File: src/issue_pkg.sv
// Shared widths, instruction field positions and types for the issue stage; import where needed
package issue_pkg;

    // Datapath
    localparam int XLEN        = 32;
    localparam int INSTR_BYTES = 4;

    // Register file
    localparam int REG_IDX_W = 5;
    localparam int NUM_REGS  = 32;

    // Low bits of the register fields in a 32-bit RISC-V instruction
    localparam int RD_LSB  = 7;
    localparam int RS1_LSB = 15;
    localparam int RS2_LSB = 20;

    localparam logic [XLEN-1:0] RESET_PC = '0;

    typedef logic [XLEN-1:0]      word_t;
    typedef logic [REG_IDX_W-1:0] reg_idx_t;

endpackage

File: src/pipe_status_if.sv
// Stage state of E1, E2 and WB, driven by the pipeline tracker and read by hazard, bypass and regfile
`timescale 1ns/1ps

interface pipe_status_if;
    import issue_pkg::*;

    // Destination index is zero for bubbles and for instructions without rd
    reg_idx_t rd_e1;
    logic     load_e1;
    reg_idx_t rd_e2;
    logic     load_e2;
    word_t    result_e2;
    reg_idx_t rd_wb;
    word_t    result_wb;

    modport tracker (
        output rd_e1, load_e1, rd_e2, load_e2, result_e2, rd_wb, result_wb
    );

    modport consumer (
        input rd_e1, load_e1, rd_e2, load_e2, result_e2, rd_wb, result_wb
    );

    modport writer (input rd_wb, result_wb);

endinterface

File: src/pc_tracker.sv
// Expected-PC register of the issue stage; flags fetch mismatches as redirects back to fetch
`timescale 1ns/1ps

module pc_tracker (
    input  logic             clk_i,
    input  logic             rst_i,
    input  logic             fetch_valid_i,
    input  issue_pkg::word_t fetch_pc_i,
    input  logic             branch_exec_request_i,
    input  issue_pkg::word_t branch_exec_pc_i,
    input  logic             issue_i,
    output logic             candidate_o,
    output logic             branch_request_o,
    output issue_pkg::word_t branch_pc_o
);
    import issue_pkg::*;

    word_t expected_pc_q;
    logic  pc_match;

    // Compare word addresses only
    assign pc_match = fetch_pc_i[XLEN-1:$clog2(INSTR_BYTES)]
                   == expected_pc_q[XLEN-1:$clog2(INSTR_BYTES)];

    assign candidate_o      = fetch_valid_i & pc_match & ~branch_exec_request_i;
    assign branch_request_o = fetch_valid_i & ~pc_match & ~branch_exec_request_i;
    assign branch_pc_o      = expected_pc_q;

    // Execute redirect wins over sequential advance
    always_ff @(posedge clk_i or posedge rst_i)
    begin
        if (rst_i)
            expected_pc_q <= RESET_PC;
        else if (branch_exec_request_i)
            expected_pc_q <= branch_exec_pc_i;
        else if (issue_i)
            expected_pc_q <= expected_pc_q + word_t'(INSTR_BYTES);
    end

endmodule

File: src/pipe_tracker.sv
// Follows issued instructions through E1, E2 and WB and publishes their indices and results
`timescale 1ns/1ps

module pipe_tracker (
    input  logic                clk_i,
    input  logic                rst_i,
    input  logic                issue_i,
    input  issue_pkg::reg_idx_t rd_idx_i,
    input  logic                rd_valid_i,
    input  logic                load_i,
    input  issue_pkg::word_t    alu_result_e1_i,
    input  issue_pkg::word_t    mem_result_e2_i,
    pipe_status_if.tracker      pipe_status
);
    import issue_pkg::*;

    reg_idx_t rd_e1_q;
    logic     load_e1_q;
    reg_idx_t rd_e2_q;
    logic     load_e2_q;
    reg_idx_t rd_wb_q;
    word_t    alu_e2_q;
    word_t    result_e2;
    word_t    result_wb_q;

    // Stages advance every cycle, a cycle without issue becomes a bubble
    always_ff @(posedge clk_i or posedge rst_i)
    begin
        if (rst_i)
        begin
            rd_e1_q   <= '0;
            load_e1_q <= 1'b0;
            rd_e2_q   <= '0;
            load_e2_q <= 1'b0;
            rd_wb_q   <= '0;
        end
        else
        begin
            rd_e1_q   <= (issue_i && rd_valid_i) ? rd_idx_i : '0;
            load_e1_q <= issue_i & load_i;
            rd_e2_q   <= rd_e1_q;
            load_e2_q <= load_e1_q;
            rd_wb_q   <= rd_e2_q;
        end
    end

    always_ff @(posedge clk_i)
    begin
        alu_e2_q    <= alu_result_e1_i;
        result_wb_q <= result_e2;
    end

    // Load data arrives during E2
    assign result_e2 = load_e2_q ? mem_result_e2_i : alu_e2_q;

    assign pipe_status.rd_e1     = rd_e1_q;
    assign pipe_status.load_e1   = load_e1_q;
    assign pipe_status.rd_e2     = rd_e2_q;
    assign pipe_status.load_e2   = load_e2_q;
    assign pipe_status.result_e2 = result_e2;
    assign pipe_status.rd_wb     = rd_wb_q;
    assign pipe_status.result_wb = result_wb_q;

endmodule

File: src/hazard_scoreboard.sv
// Issue decision for the candidate instruction from the pending-load scoreboard and LSU stall
`timescale 1ns/1ps

module hazard_scoreboard #(
    parameter int LOAD_BYPASS = 1
) (
    input  logic                candidate_i,
    input  logic                lsu_stall_i,
    input  issue_pkg::reg_idx_t ra_idx_i,
    input  issue_pkg::reg_idx_t rb_idx_i,
    input  issue_pkg::reg_idx_t rd_idx_i,
    pipe_status_if.consumer     pipe_status,
    output logic                issue_o
);
    import issue_pkg::*;

    logic [NUM_REGS-1:0] busy;
    logic                hazard;

    always_comb
    begin
        busy = '0;
        // Load data is not ready while the load sits in E1
        if (pipe_status.load_e1)
            busy[pipe_status.rd_e1] = 1'b1;
        // Without load bypass the result is only usable from WB
        if (LOAD_BYPASS == 0 && pipe_status.load_e2)
            busy[pipe_status.rd_e2] = 1'b1;
        busy[0] = 1'b0;
    end

    assign hazard  = busy[ra_idx_i] | busy[rb_idx_i] | busy[rd_idx_i];
    assign issue_o = candidate_i & ~lsu_stall_i & ~hazard;

endmodule

File: src/regfile.sv
// Integer register file, 32 by 32, two asynchronous read ports and the WB write port
`timescale 1ns/1ps

module regfile (
    input  logic                clk_i,
    input  logic                rst_i,
    input  issue_pkg::reg_idx_t ra_idx_i,
    input  issue_pkg::reg_idx_t rb_idx_i,
    pipe_status_if.writer       pipe_status,
    output issue_pkg::word_t    ra_value_o,
    output issue_pkg::word_t    rb_value_o
);
    import issue_pkg::*;

    word_t regs_q [NUM_REGS];

    // x0 is never written so it keeps its reset value
    always_ff @(posedge clk_i or posedge rst_i)
    begin
        if (rst_i)
        begin
            for (int i = 0; i < NUM_REGS; i++)
                regs_q[i] <= '0;
        end
        else if (pipe_status.rd_wb != '0)
        begin
            regs_q[pipe_status.rd_wb] <= pipe_status.result_wb;
        end
    end

    assign ra_value_o = regs_q[ra_idx_i];
    assign rb_value_o = regs_q[rb_idx_i];

endmodule

File: src/operand_bypass.sv
// Source operand forwarding from E1, E2 and WB ahead of the register file value
`timescale 1ns/1ps

module operand_bypass (
    input  issue_pkg::reg_idx_t ra_idx_i,
    input  issue_pkg::reg_idx_t rb_idx_i,
    input  issue_pkg::word_t    ra_file_i,
    input  issue_pkg::word_t    rb_file_i,
    input  issue_pkg::word_t    alu_result_e1_i,
    pipe_status_if.consumer     pipe_status,
    output issue_pkg::word_t    ra_operand_o,
    output issue_pkg::word_t    rb_operand_o
);
    import issue_pkg::*;

    // Newest in-flight producer wins
    function automatic word_t select_operand(input reg_idx_t idx, input word_t file_value);
        word_t value;
        if (idx == '0)
            value = '0;
        else if (pipe_status.rd_e1 == idx)
            value = alu_result_e1_i;
        else if (pipe_status.rd_e2 == idx)
            value = pipe_status.result_e2;
        else if (pipe_status.rd_wb == idx)
            value = pipe_status.result_wb;
        else
            value = file_value;
        return value;
    endfunction

    assign ra_operand_o = select_operand(ra_idx_i, ra_file_i);
    assign rb_operand_o = select_operand(rb_idx_i, rb_file_i);

endmodule

File: src/issue_stage.sv
// Single-issue in-order issue stage top level; connect fetch, execute and the issue port here
`timescale 1ns/1ps

module issue_stage (
    input  logic               clk_i,
    input  logic               rst_i,

    input  logic               fetch_valid_i,
    input  issue_pkg::word_t   fetch_instr_i,
    input  issue_pkg::word_t   fetch_pc_i,
    input  logic               fetch_load_i,
    input  logic               fetch_rd_valid_i,
    output logic               fetch_accept_o,

    output logic               branch_request_o,
    output issue_pkg::word_t   branch_pc_o,

    input  logic               branch_exec_request_i,
    input  issue_pkg::word_t   branch_exec_pc_i,
    input  issue_pkg::word_t   alu_result_e1_i,
    input  issue_pkg::word_t   mem_result_e2_i,
    input  logic               lsu_stall_i,

    output logic               issue_valid_o,
    output issue_pkg::word_t   issue_opcode_o,
    output issue_pkg::word_t   issue_pc_o,
    output issue_pkg::reg_idx_t issue_rd_o,
    output issue_pkg::word_t   issue_ra_operand_o,
    output issue_pkg::word_t   issue_rb_operand_o
);
    import issue_pkg::*;

    reg_idx_t rd_idx;
    reg_idx_t ra_idx;
    reg_idx_t rb_idx;
    logic     candidate;
    logic     issue;
    word_t    ra_file;
    word_t    rb_file;

    pipe_status_if pipe_status ();

    assign rd_idx = fetch_instr_i[RD_LSB +: REG_IDX_W];
    assign ra_idx = fetch_instr_i[RS1_LSB +: REG_IDX_W];
    assign rb_idx = fetch_instr_i[RS2_LSB +: REG_IDX_W];

    pc_tracker pc_tracker_i (
        .clk_i                 (clk_i),
        .rst_i                 (rst_i),
        .fetch_valid_i         (fetch_valid_i),
        .fetch_pc_i            (fetch_pc_i),
        .branch_exec_request_i (branch_exec_request_i),
        .branch_exec_pc_i      (branch_exec_pc_i),
        .issue_i               (issue),
        .candidate_o           (candidate),
        .branch_request_o      (branch_request_o),
        .branch_pc_o           (branch_pc_o)
    );

    hazard_scoreboard #(
        .LOAD_BYPASS (1)
    ) hazard_scoreboard_i (
        .candidate_i (candidate),
        .lsu_stall_i (lsu_stall_i),
        .ra_idx_i    (ra_idx),
        .rb_idx_i    (rb_idx),
        .rd_idx_i    (rd_idx),
        .pipe_status (pipe_status.consumer),
        .issue_o     (issue)
    );

    pipe_tracker pipe_tracker_i (
        .clk_i           (clk_i),
        .rst_i           (rst_i),
        .issue_i         (issue),
        .rd_idx_i        (rd_idx),
        .rd_valid_i      (fetch_rd_valid_i),
        .load_i          (fetch_load_i),
        .alu_result_e1_i (alu_result_e1_i),
        .mem_result_e2_i (mem_result_e2_i),
        .pipe_status     (pipe_status.tracker)
    );

    regfile regfile_i (
        .clk_i       (clk_i),
        .rst_i       (rst_i),
        .ra_idx_i    (ra_idx),
        .rb_idx_i    (rb_idx),
        .pipe_status (pipe_status.writer),
        .ra_value_o  (ra_file),
        .rb_value_o  (rb_file)
    );

    operand_bypass operand_bypass_i (
        .ra_idx_i        (ra_idx),
        .rb_idx_i        (rb_idx),
        .ra_file_i       (ra_file),
        .rb_file_i       (rb_file),
        .alu_result_e1_i (alu_result_e1_i),
        .pipe_status     (pipe_status.consumer),
        .ra_operand_o    (issue_ra_operand_o),
        .rb_operand_o    (issue_rb_operand_o)
    );

    // Fetch is accepted exactly when the instruction issues
    assign issue_valid_o  = issue;
    assign fetch_accept_o = issue;
    assign issue_opcode_o = fetch_instr_i;
    assign issue_pc_o     = fetch_pc_i;
    assign issue_rd_o     = rd_idx;

endmodule

File: config.mk
export PLATFORM = sky130hd
export DESIGN_NAME = issue_stage
export DESIGN_NICKNAME = d
export VERILOG_FILES = /design/src/issue_pkg.sv /design/src/pipe_status_if.sv /design/src/pc_tracker.sv /design/src/pipe_tracker.sv /design/src/hazard_scoreboard.sv /design/src/regfile.sv /design/src/operand_bypass.sv /design/src/issue_stage.sv
export SDC_FILE = /design/constraint.sdc
export NUM_CORES = 2
export LEC_CHECK = 0
export BUFFER_PORTS_ARGS = -buffer_cell sky130_fd_sc_hd__buf_2
export CORE_AREA = 3 3 352 614
export DETAILED_ROUTE_END_ITERATION = 6
export DIE_AREA = 0 0 355 617
export GPL_ROUTABILITY_DRIVEN = 0
export SLEW_MARGIN = 15
export SYNTH_ARGS = -nofsm -noshare
export SYNTH_HDL_FRONTEND = slang
export SYNTH_HIERARCHICAL = 1
export SYNTH_SLANG_ARGS = --single-unit
File: constraint.sdc
create_clock -name clk_i -period 37.7 [get_ports clk_i]
set_input_delay 1.885 -clock clk_i [delete_from_list [all_inputs] [get_ports clk_i]]
set_output_delay 1.885 -clock clk_i [all_outputs]
set_load 0.02 [all_outputs]
**Word level (Yosys, flattened, before mapping)**

Cells that the tools add are included.

- Memory bits (writable): 0
- Logic and storage cells: 110
- Output and inout bits: 168
- ROM bits: 0
- Latch bits: 0
- Input port bits: 167
- Flip-flop bits (word level): 1137
- Memories: 0

- Bitwise logic cells: 16
- Add/sub/neg operators: 1
- Multiply operators: 0
- Order comparisons: 9
- Eq/ne operators: 7
- Div/mod/pow operators: 0
- Shift-type cells: 0
- Reductions and logical operators: 7
- Multiplexer cells: 30

Operators with widths:

| cell | count |
|---|---|
| 1024-bit bitwise mux | 1 |
| 32-bit two-way mux | 17 |
| 32-bit binary-select mux with 5-bit select | 2 |
| 32-bit demux with 5-bit select | 1 |
| 32-bit by 3-bit adder with 32-bit output (second input constant) | 1 |
| 30-bit == test | 1 |
| 5-bit == test | 6 |
| 5-bit by 6-bit < comparator with 1-bit output (second input constant) | 4 |
| 6-bit greater-or-equal comparator (second input constant) | 3 |
| 5-bit NOT with 6-bit output | 3 |
| 1-bit binary-select mux with 5-bit select | 3 |
| 5-bit zero test | 2 |
| 1-bit AND | 7 |
| 6-bit by 1-bit < comparator with 1-bit output (second input constant) | 1 |
| 1-bit demux with 5-bit select | 1 |
| 5-bit by 1-bit greater-or-equal comparator with 1-bit output (second input constant) | 1 |
| 5-bit two-way mux | 1 |
| 5-bit nonzero test | 1 |
| 1-bit two-way mux | 4 |
| 1-bit NOT | 4 |
| 1-bit logical AND | 3 |
| 1-bit bitwise OR | 2 |
| 2-bit nonzero test | 1 |

**Logic depth before layout (Yosys ltp)**

- Depth in word-level cells: 13
- Gate-level depth with buffers: 13
- Mapped depth without buffers: 10

**Hierarchy**

The synthesis kept the hierarchy.

Modules (own cells, without submodules):

| module | sequential area each (µm²) | cells each | area an instance (µm²) | instances |
|---|---|---|---|---|
| regfile | 25624.6 | 4605 | 55393.1 | 1 |
| operand_bypass | 0.0 | 305 | 2602.5 | 1 |
| pipe_tracker | 1706.6 | 124 | 2292.2 | 1 |
| pc_tracker | 800.8 | 255 | 2229.6 | 1 |
| issue_stage | 0.0 | 70 | 525.5 | 1 |
| hazard_scoreboard | 0.0 | 40 | 275.3 | 1 |

**Worst setup path after synthesis**

No wires, ideal clock.

- Path type: in2out
- From: input fetch_pc_i[31]
- To: output issue_valid_o
- Path buffers: 1
- Arrival: 4.514 ns
- Required time: 35.815 ns
- Setup slack: 31.301 ns
- Stages on the path: 7
- Cells stage by stage: xor2_1 -> nor4_1 -> nand4_1 -> nor3_1 -> o311ai_1 -> nor4_1 -> buf_4

- Cells in the longest elaborated chain, start to end: 5

Ends and longest elaborated chain:

| element | RTL line | RTL |
|---|---|---|
| from (decl) | issue_stage.sv:10 | `input issue_pkg::word_t fetch_pc_i,` |
| 30-bit == test | pc_tracker.sv:23 | `== expected_pc_q[XLEN-1:$clog2(INSTR_BYTES)];` |
| 1-bit AND (2 in a row) | pc_tracker.sv:25 | `assign candidate_o = fetch_valid_i & pc_match & ~branch_exec_request_i;` |
| net candidate | issue_stage.sv:36 | `logic candidate;` |
| 1-bit AND (2 in a row) | hazard_scoreboard.sv:33 | `assign issue_o = candidate_i & ~lsu_stall_i & ~hazard;` |
| to (decl) | issue_stage.sv:24 | `output logic issue_valid_o,` |

The timed path passes the listed nets, and every way through them passes these cells.

**Final worst setup path**

- From: input fetch_instr_i[16]
- To: output issue_ra_operand_o[14]

- Cells in the longest elaborated chain, start to end: 8
- Elaborated cells between the ends (all ways): 12
- Those cells by class: 3 x eq/ne; 7 x mux; 1 x bitwise; 1 x reduce/logical

Ends and longest elaborated chain:

| element | RTL line | RTL |
|---|---|---|
| from (decl) | issue_stage.sv:9 | `input issue_pkg::word_t fetch_instr_i,` |
| 5-bit NOT with 6-bit output (not written as such) | regfile.sv:31 | `assign ra_value_o = regs_q[ra_idx_i];` |
| 32-bit binary-select mux with 5-bit select | regfile.sv:31 |  |
| 32-bit two-way mux (not written as such) (2 in a row) | regfile.sv:31 |  |
| net ra_file[14] | issue_stage.sv:38 | `word_t ra_file;` |
| 32-bit two-way mux | operand_bypass.sv:25 | `else if (pipe_status.rd_wb == idx)` |
| 32-bit two-way mux | operand_bypass.sv:23 | `else if (pipe_status.rd_e2 == idx)` |
| 32-bit two-way mux | operand_bypass.sv:21 | `else if (pipe_status.rd_e1 == idx)` |
| 32-bit two-way mux | operand_bypass.sv:19 | `if (idx == '0)` |
| to (decl) | issue_stage.sv:28 | `output issue_pkg::word_t issue_ra_operand_o,` |

The timed path passes the listed nets, and every way through them passes these cells. The select of a mux whose other input is x is not followed.

==> results.toml <==
[sta]
rsz0062_at_grt = "false"
finalWorstPathRequiredPeriod_ns = 9.970
finClkSkew_ns = 0.04042
period_share = 0.2645
finalSetupTns_ns = 0
hold_viol = 0
slew_violations = 0
slew_headroom = 0.1776
setup_viol = 0
fmax_ghz = 0.1003
tightest_slew_ns = 1.234

[setup_path]
max_stage_delay_ns = 1.03
arrival_ns = 8.08
cp.depth = 13
crit_fanout = 132
cp-start-kind = "input pin"
crit_path_end_kind = "primary output"
crit_path_cell_trace = "buf_8 > buf_4 > buf_12 > buf_12 > buf_4 > mux2i_1 > a22o_1 > nor3_1 > a31oi_1 > nand3_1 > mux2i_1 > o221ai_2 > buf_2"
rrSetupSlack_ns = 33.23
worstSetupEndpoint = "issue_ra_operand_o[14]"
path_delay_family = "buffers and inverters"
ff2ff_path_depth = 11
startpoint = "fetch_instr_i[16]"
r2r_end = "pc_tracker_i/branch_pc_o[20]$_DFFE_PP0N_"
cp_num_buf_inv = 6
crit_required_ns = 35.81
crit_type = "input pin to primary output"
crit-reg2reg-launch = "pc_tracker_i/branch_pc_o[5]$_DFFE_PP0N_"
critPathSlowestCell = "buf_4"

[clock_tree]
tritoncts = "yes"
clockBufferDepth = 3
cts_resized = 0
cts.clk_slew.worst_paths_ns = 0.06
clockRootBuffer = "clkbuf_16"
ctsHoldBuffers = 0
insertion_delay_ns = 0.79
cts.sinks = 1137
cts_setup_buffers = 0
numCtsBuffers = 116
cts_htree_levels = 3

[hold_path]
hold_path.class = "flip-flop to flip-flop"

[synth]
synth_top_area_frac = 0.4241
syn_nets = 5567
synthCells = 5399
synth-main-ff-cell = "dfrtp_1"
synth.largest_area_cell = "dfrtp_1"
syn_area_per_cell_um2 = 11.73
synth_edf_count = 0
synth_warnings = 6
yosysSeqAreaShare = 0.4443
ys_types = 63
synthTopCellsByArea = "dfrtp_1 (42%), mux2_2 (18%), mux2i_1 (17%), a22oi_1 (2.3%), dfxtp_1 (2.0%)"
synth_area_mm2 = 0.06332
async_reset_ff_frac = 0.9437
yosys_register_bits = 1137

[drt]
antenna_left = 0
drt-initial-drc-count = 3825
drt-total-wl_um = 221600
detail_route.first_pass.iterations = 6
wl_per_cell_um = 26.95
via_per_inst = 5.534
vias = 45520
route.detailed.drc = 0

[place]
post-dp-hpwl_um = 127000
placed_area_mm2 = 0.06639
io_buffers = 296

[global_routing]
grt_first_pass_wirelength_um = 321200
grtUsageTotal = 0.1955
first_global_vias = 46890
grt_overflow = 0
antenna_found_initial = 12
grt_max_degree = 181

[power_and_ir_drop]
p_sw_uw = 748.1
internal_power_uw = 2031
seq_power_share = 0.449
power.density_mw_per_mm2 = 39.40
power.share.clock = 0.448
switching_share = 0.2692
max-vdd-ir-drop_mv = 0.03965
comb_power_share = 0.102
p_leak_uw = 0.03432

[flow_run]
drv_cap = 0

[final_layout]
nNetsFinal = 5476
stdcell_area_mm2 = 0.07054
drive_above_1_share = 0.3226
area_growth_pct = 11.40

[floorplanning]
io_pins = 335
num_rows = 223
initial_utilization = 0.2994
coreArea_mm2 = 0.2115
die_y_um = 617
die_w_um = 355
die-area_mm2 = 0.2190

[status]
status = "finished, final reports clean"
## state kept, by name (all words and copies together), names as in the netlist
| register | cells |
|---|---|
| regfile_i/regs_q | 1024 |
| pc_tracker_i/branch_pc_o | 32 |
| pipe_tracker_i/alu_e2_q | 32 |
| pipe_tracker_i/pipe_status.result_wb | 32 |
| pipe_tracker_i/pipe_status.rd_e1 | 5 |
| pipe_tracker_i/pipe_status.rd_e2 | 5 |
| pipe_tracker_i/pipe_status.rd_wb | 5 |
| pipe_tracker_i/pipe_status.load_e1 | 1 |
| pipe_tracker_i/pipe_status.load_e2 | 1 |
## routing by layer
layer	global-route usage	share of wire	vias to the layer above
met5	0	0	-
met4	0.09035	0.046	0
met3	0.02466	0.052	450
met2	0.3356	0.49	1521
met1	0.2432	0.41	23960
li1	-	-	19590
## kinds of logic (layout without fill, tap and decap cells)
| family | Yosys count | after routing | synth area share |
|---|---|---|---|
| fa+ha+maj | 1 | 1 | 0.0001976 |
| compound gates | 723 | 723 | 0.08479 |
| mux | 2115 | 2115 | 0.3564 |
| simple gates | 694 | 694 | 0.05227 |
| flops | 1137 | 1137 | 0.4443 |
| buf+inv | 644 | 654 | 0.05017 |
| other cells | 0 | 4 | 0 |
| xor+xnor | 85 | 85 | 0.01188 |
## cell usage after synthesis (54+ instances only)
library cell,instances
a31oi_1,74
xor2_1,54
a22oi_1,192
mux2i_1,1089
nand3_1,219
nand2_1,276
clkbuf_1,256
dfrtp_1,1073
nor3_1,71
buf_4,90
buf_2,223
mux2_2,986
dfxtp_1,64
a21oi_1,194
a22o_1,128
## layout make-up
cell class                      count  area, um2
Inverter                           41      161.4
Multi-Input combinational cell   3618      32260
Clock inverter                     50      679.4
Timing Repair Buffer              394       2316
Sequential cell                  1137      28150
Tap cell                         2812       3518
Clock buffer                      169       3442
Antenna cell                        4      10.01
Fill cell                       21260     141000
## placed cells by master (no fill, tap or decap), drive strengths merged, types with 8 or more instances in the layout
cell type / Yosys / layout
xor2: 54 / 54
a21oi: 194 / 194
inv: 41 / 48
nand3: 221 / 221
bufinv: 0 / 11
dfrtp: 1073 / 1073
a221oi: 32 / 32
nor2: 32 / 32
nand2: 276 / 276
buf: 347 / 394
and3: 8 / 8
or4: 10 / 10
a22oi: 192 / 192
xnor2: 31 / 31
clkbuf: 256 / 169
nor3: 73 / 73
a22o: 128 / 128
nor4: 11 / 11
dfxtp: 64 / 64
mux2i: 1089 / 1089
mux2: 1026 / 1026
o21ai: 48 / 48
clkinv: 0 / 28
o221ai: 32 / 32
nand2b: 8 / 8
a31oi: 74 / 74
nand4: 17 / 17
## per-stage QoR
stage	utilization	setup WS, ns	cells	hold WS (ns)	power, uW
2_1_floorplan	-	6.999	5399	0.3936	1452
5_1_grt	0.3335	27.72	8222	0.4077	2872
3_5_place_dp	0.3139	28.05	8002	0.3876	1556
6_report	0.3335	27.73	8225	0.4004	2779
3_3_place_gp	0.3139	28.05	8002	0.3835	1555
4_1_cts	0.3334	28.07	8221	0.4018	2809
## power by group through the flow
stage | clock network [uW] | logic (uW) | registers [uW]
after floorplan | 0 | 192 | 1260
after global placement | 0 | 284 | 1270
after detailed placement | 0 | 284 | 1270
after CTS | 1280 | 285 | 1250
after global routing | 1320 | 301 | 1250
final | 1250 | 284 | 1250
## worst min path at each step
stage / startpoint / endpoint / slack (ns) / cells after the start
6_report: regfile_i/regs_q[1021]$_DFFE_PP0P_ / regfile_i/regs_q[1021]$_DFFE_PP0P_ / 0.40 / 0
3_3_place_gp: regfile_i/regs_q[1009]$_DFFE_PP0P_ / regfile_i/regs_q[1009]$_DFFE_PP0P_ / 0.38 / 0
2_1_floorplan: pipe_tracker_i/pipe_status.load_e1$_DFF_PP0_ / pipe_tracker_i/pipe_status.load_e2$_DFF_PP0_ / 0.39 / 0
5_1_grt: regfile_i/regs_q[996]$_DFFE_PP0P_ / regfile_i/regs_q[996]$_DFFE_PP0P_ / 0.41 / 0
3_5_place_dp: regfile_i/regs_q[996]$_DFFE_PP0P_ / regfile_i/regs_q[996]$_DFFE_PP0P_ / 0.39 / 0
4_1_cts: regfile_i/regs_q[996]$_DFFE_PP0P_ / regfile_i/regs_q[996]$_DFFE_PP0P_ / 0.40 / 0
Note: power is estimated with default switching activity, not from simulation.
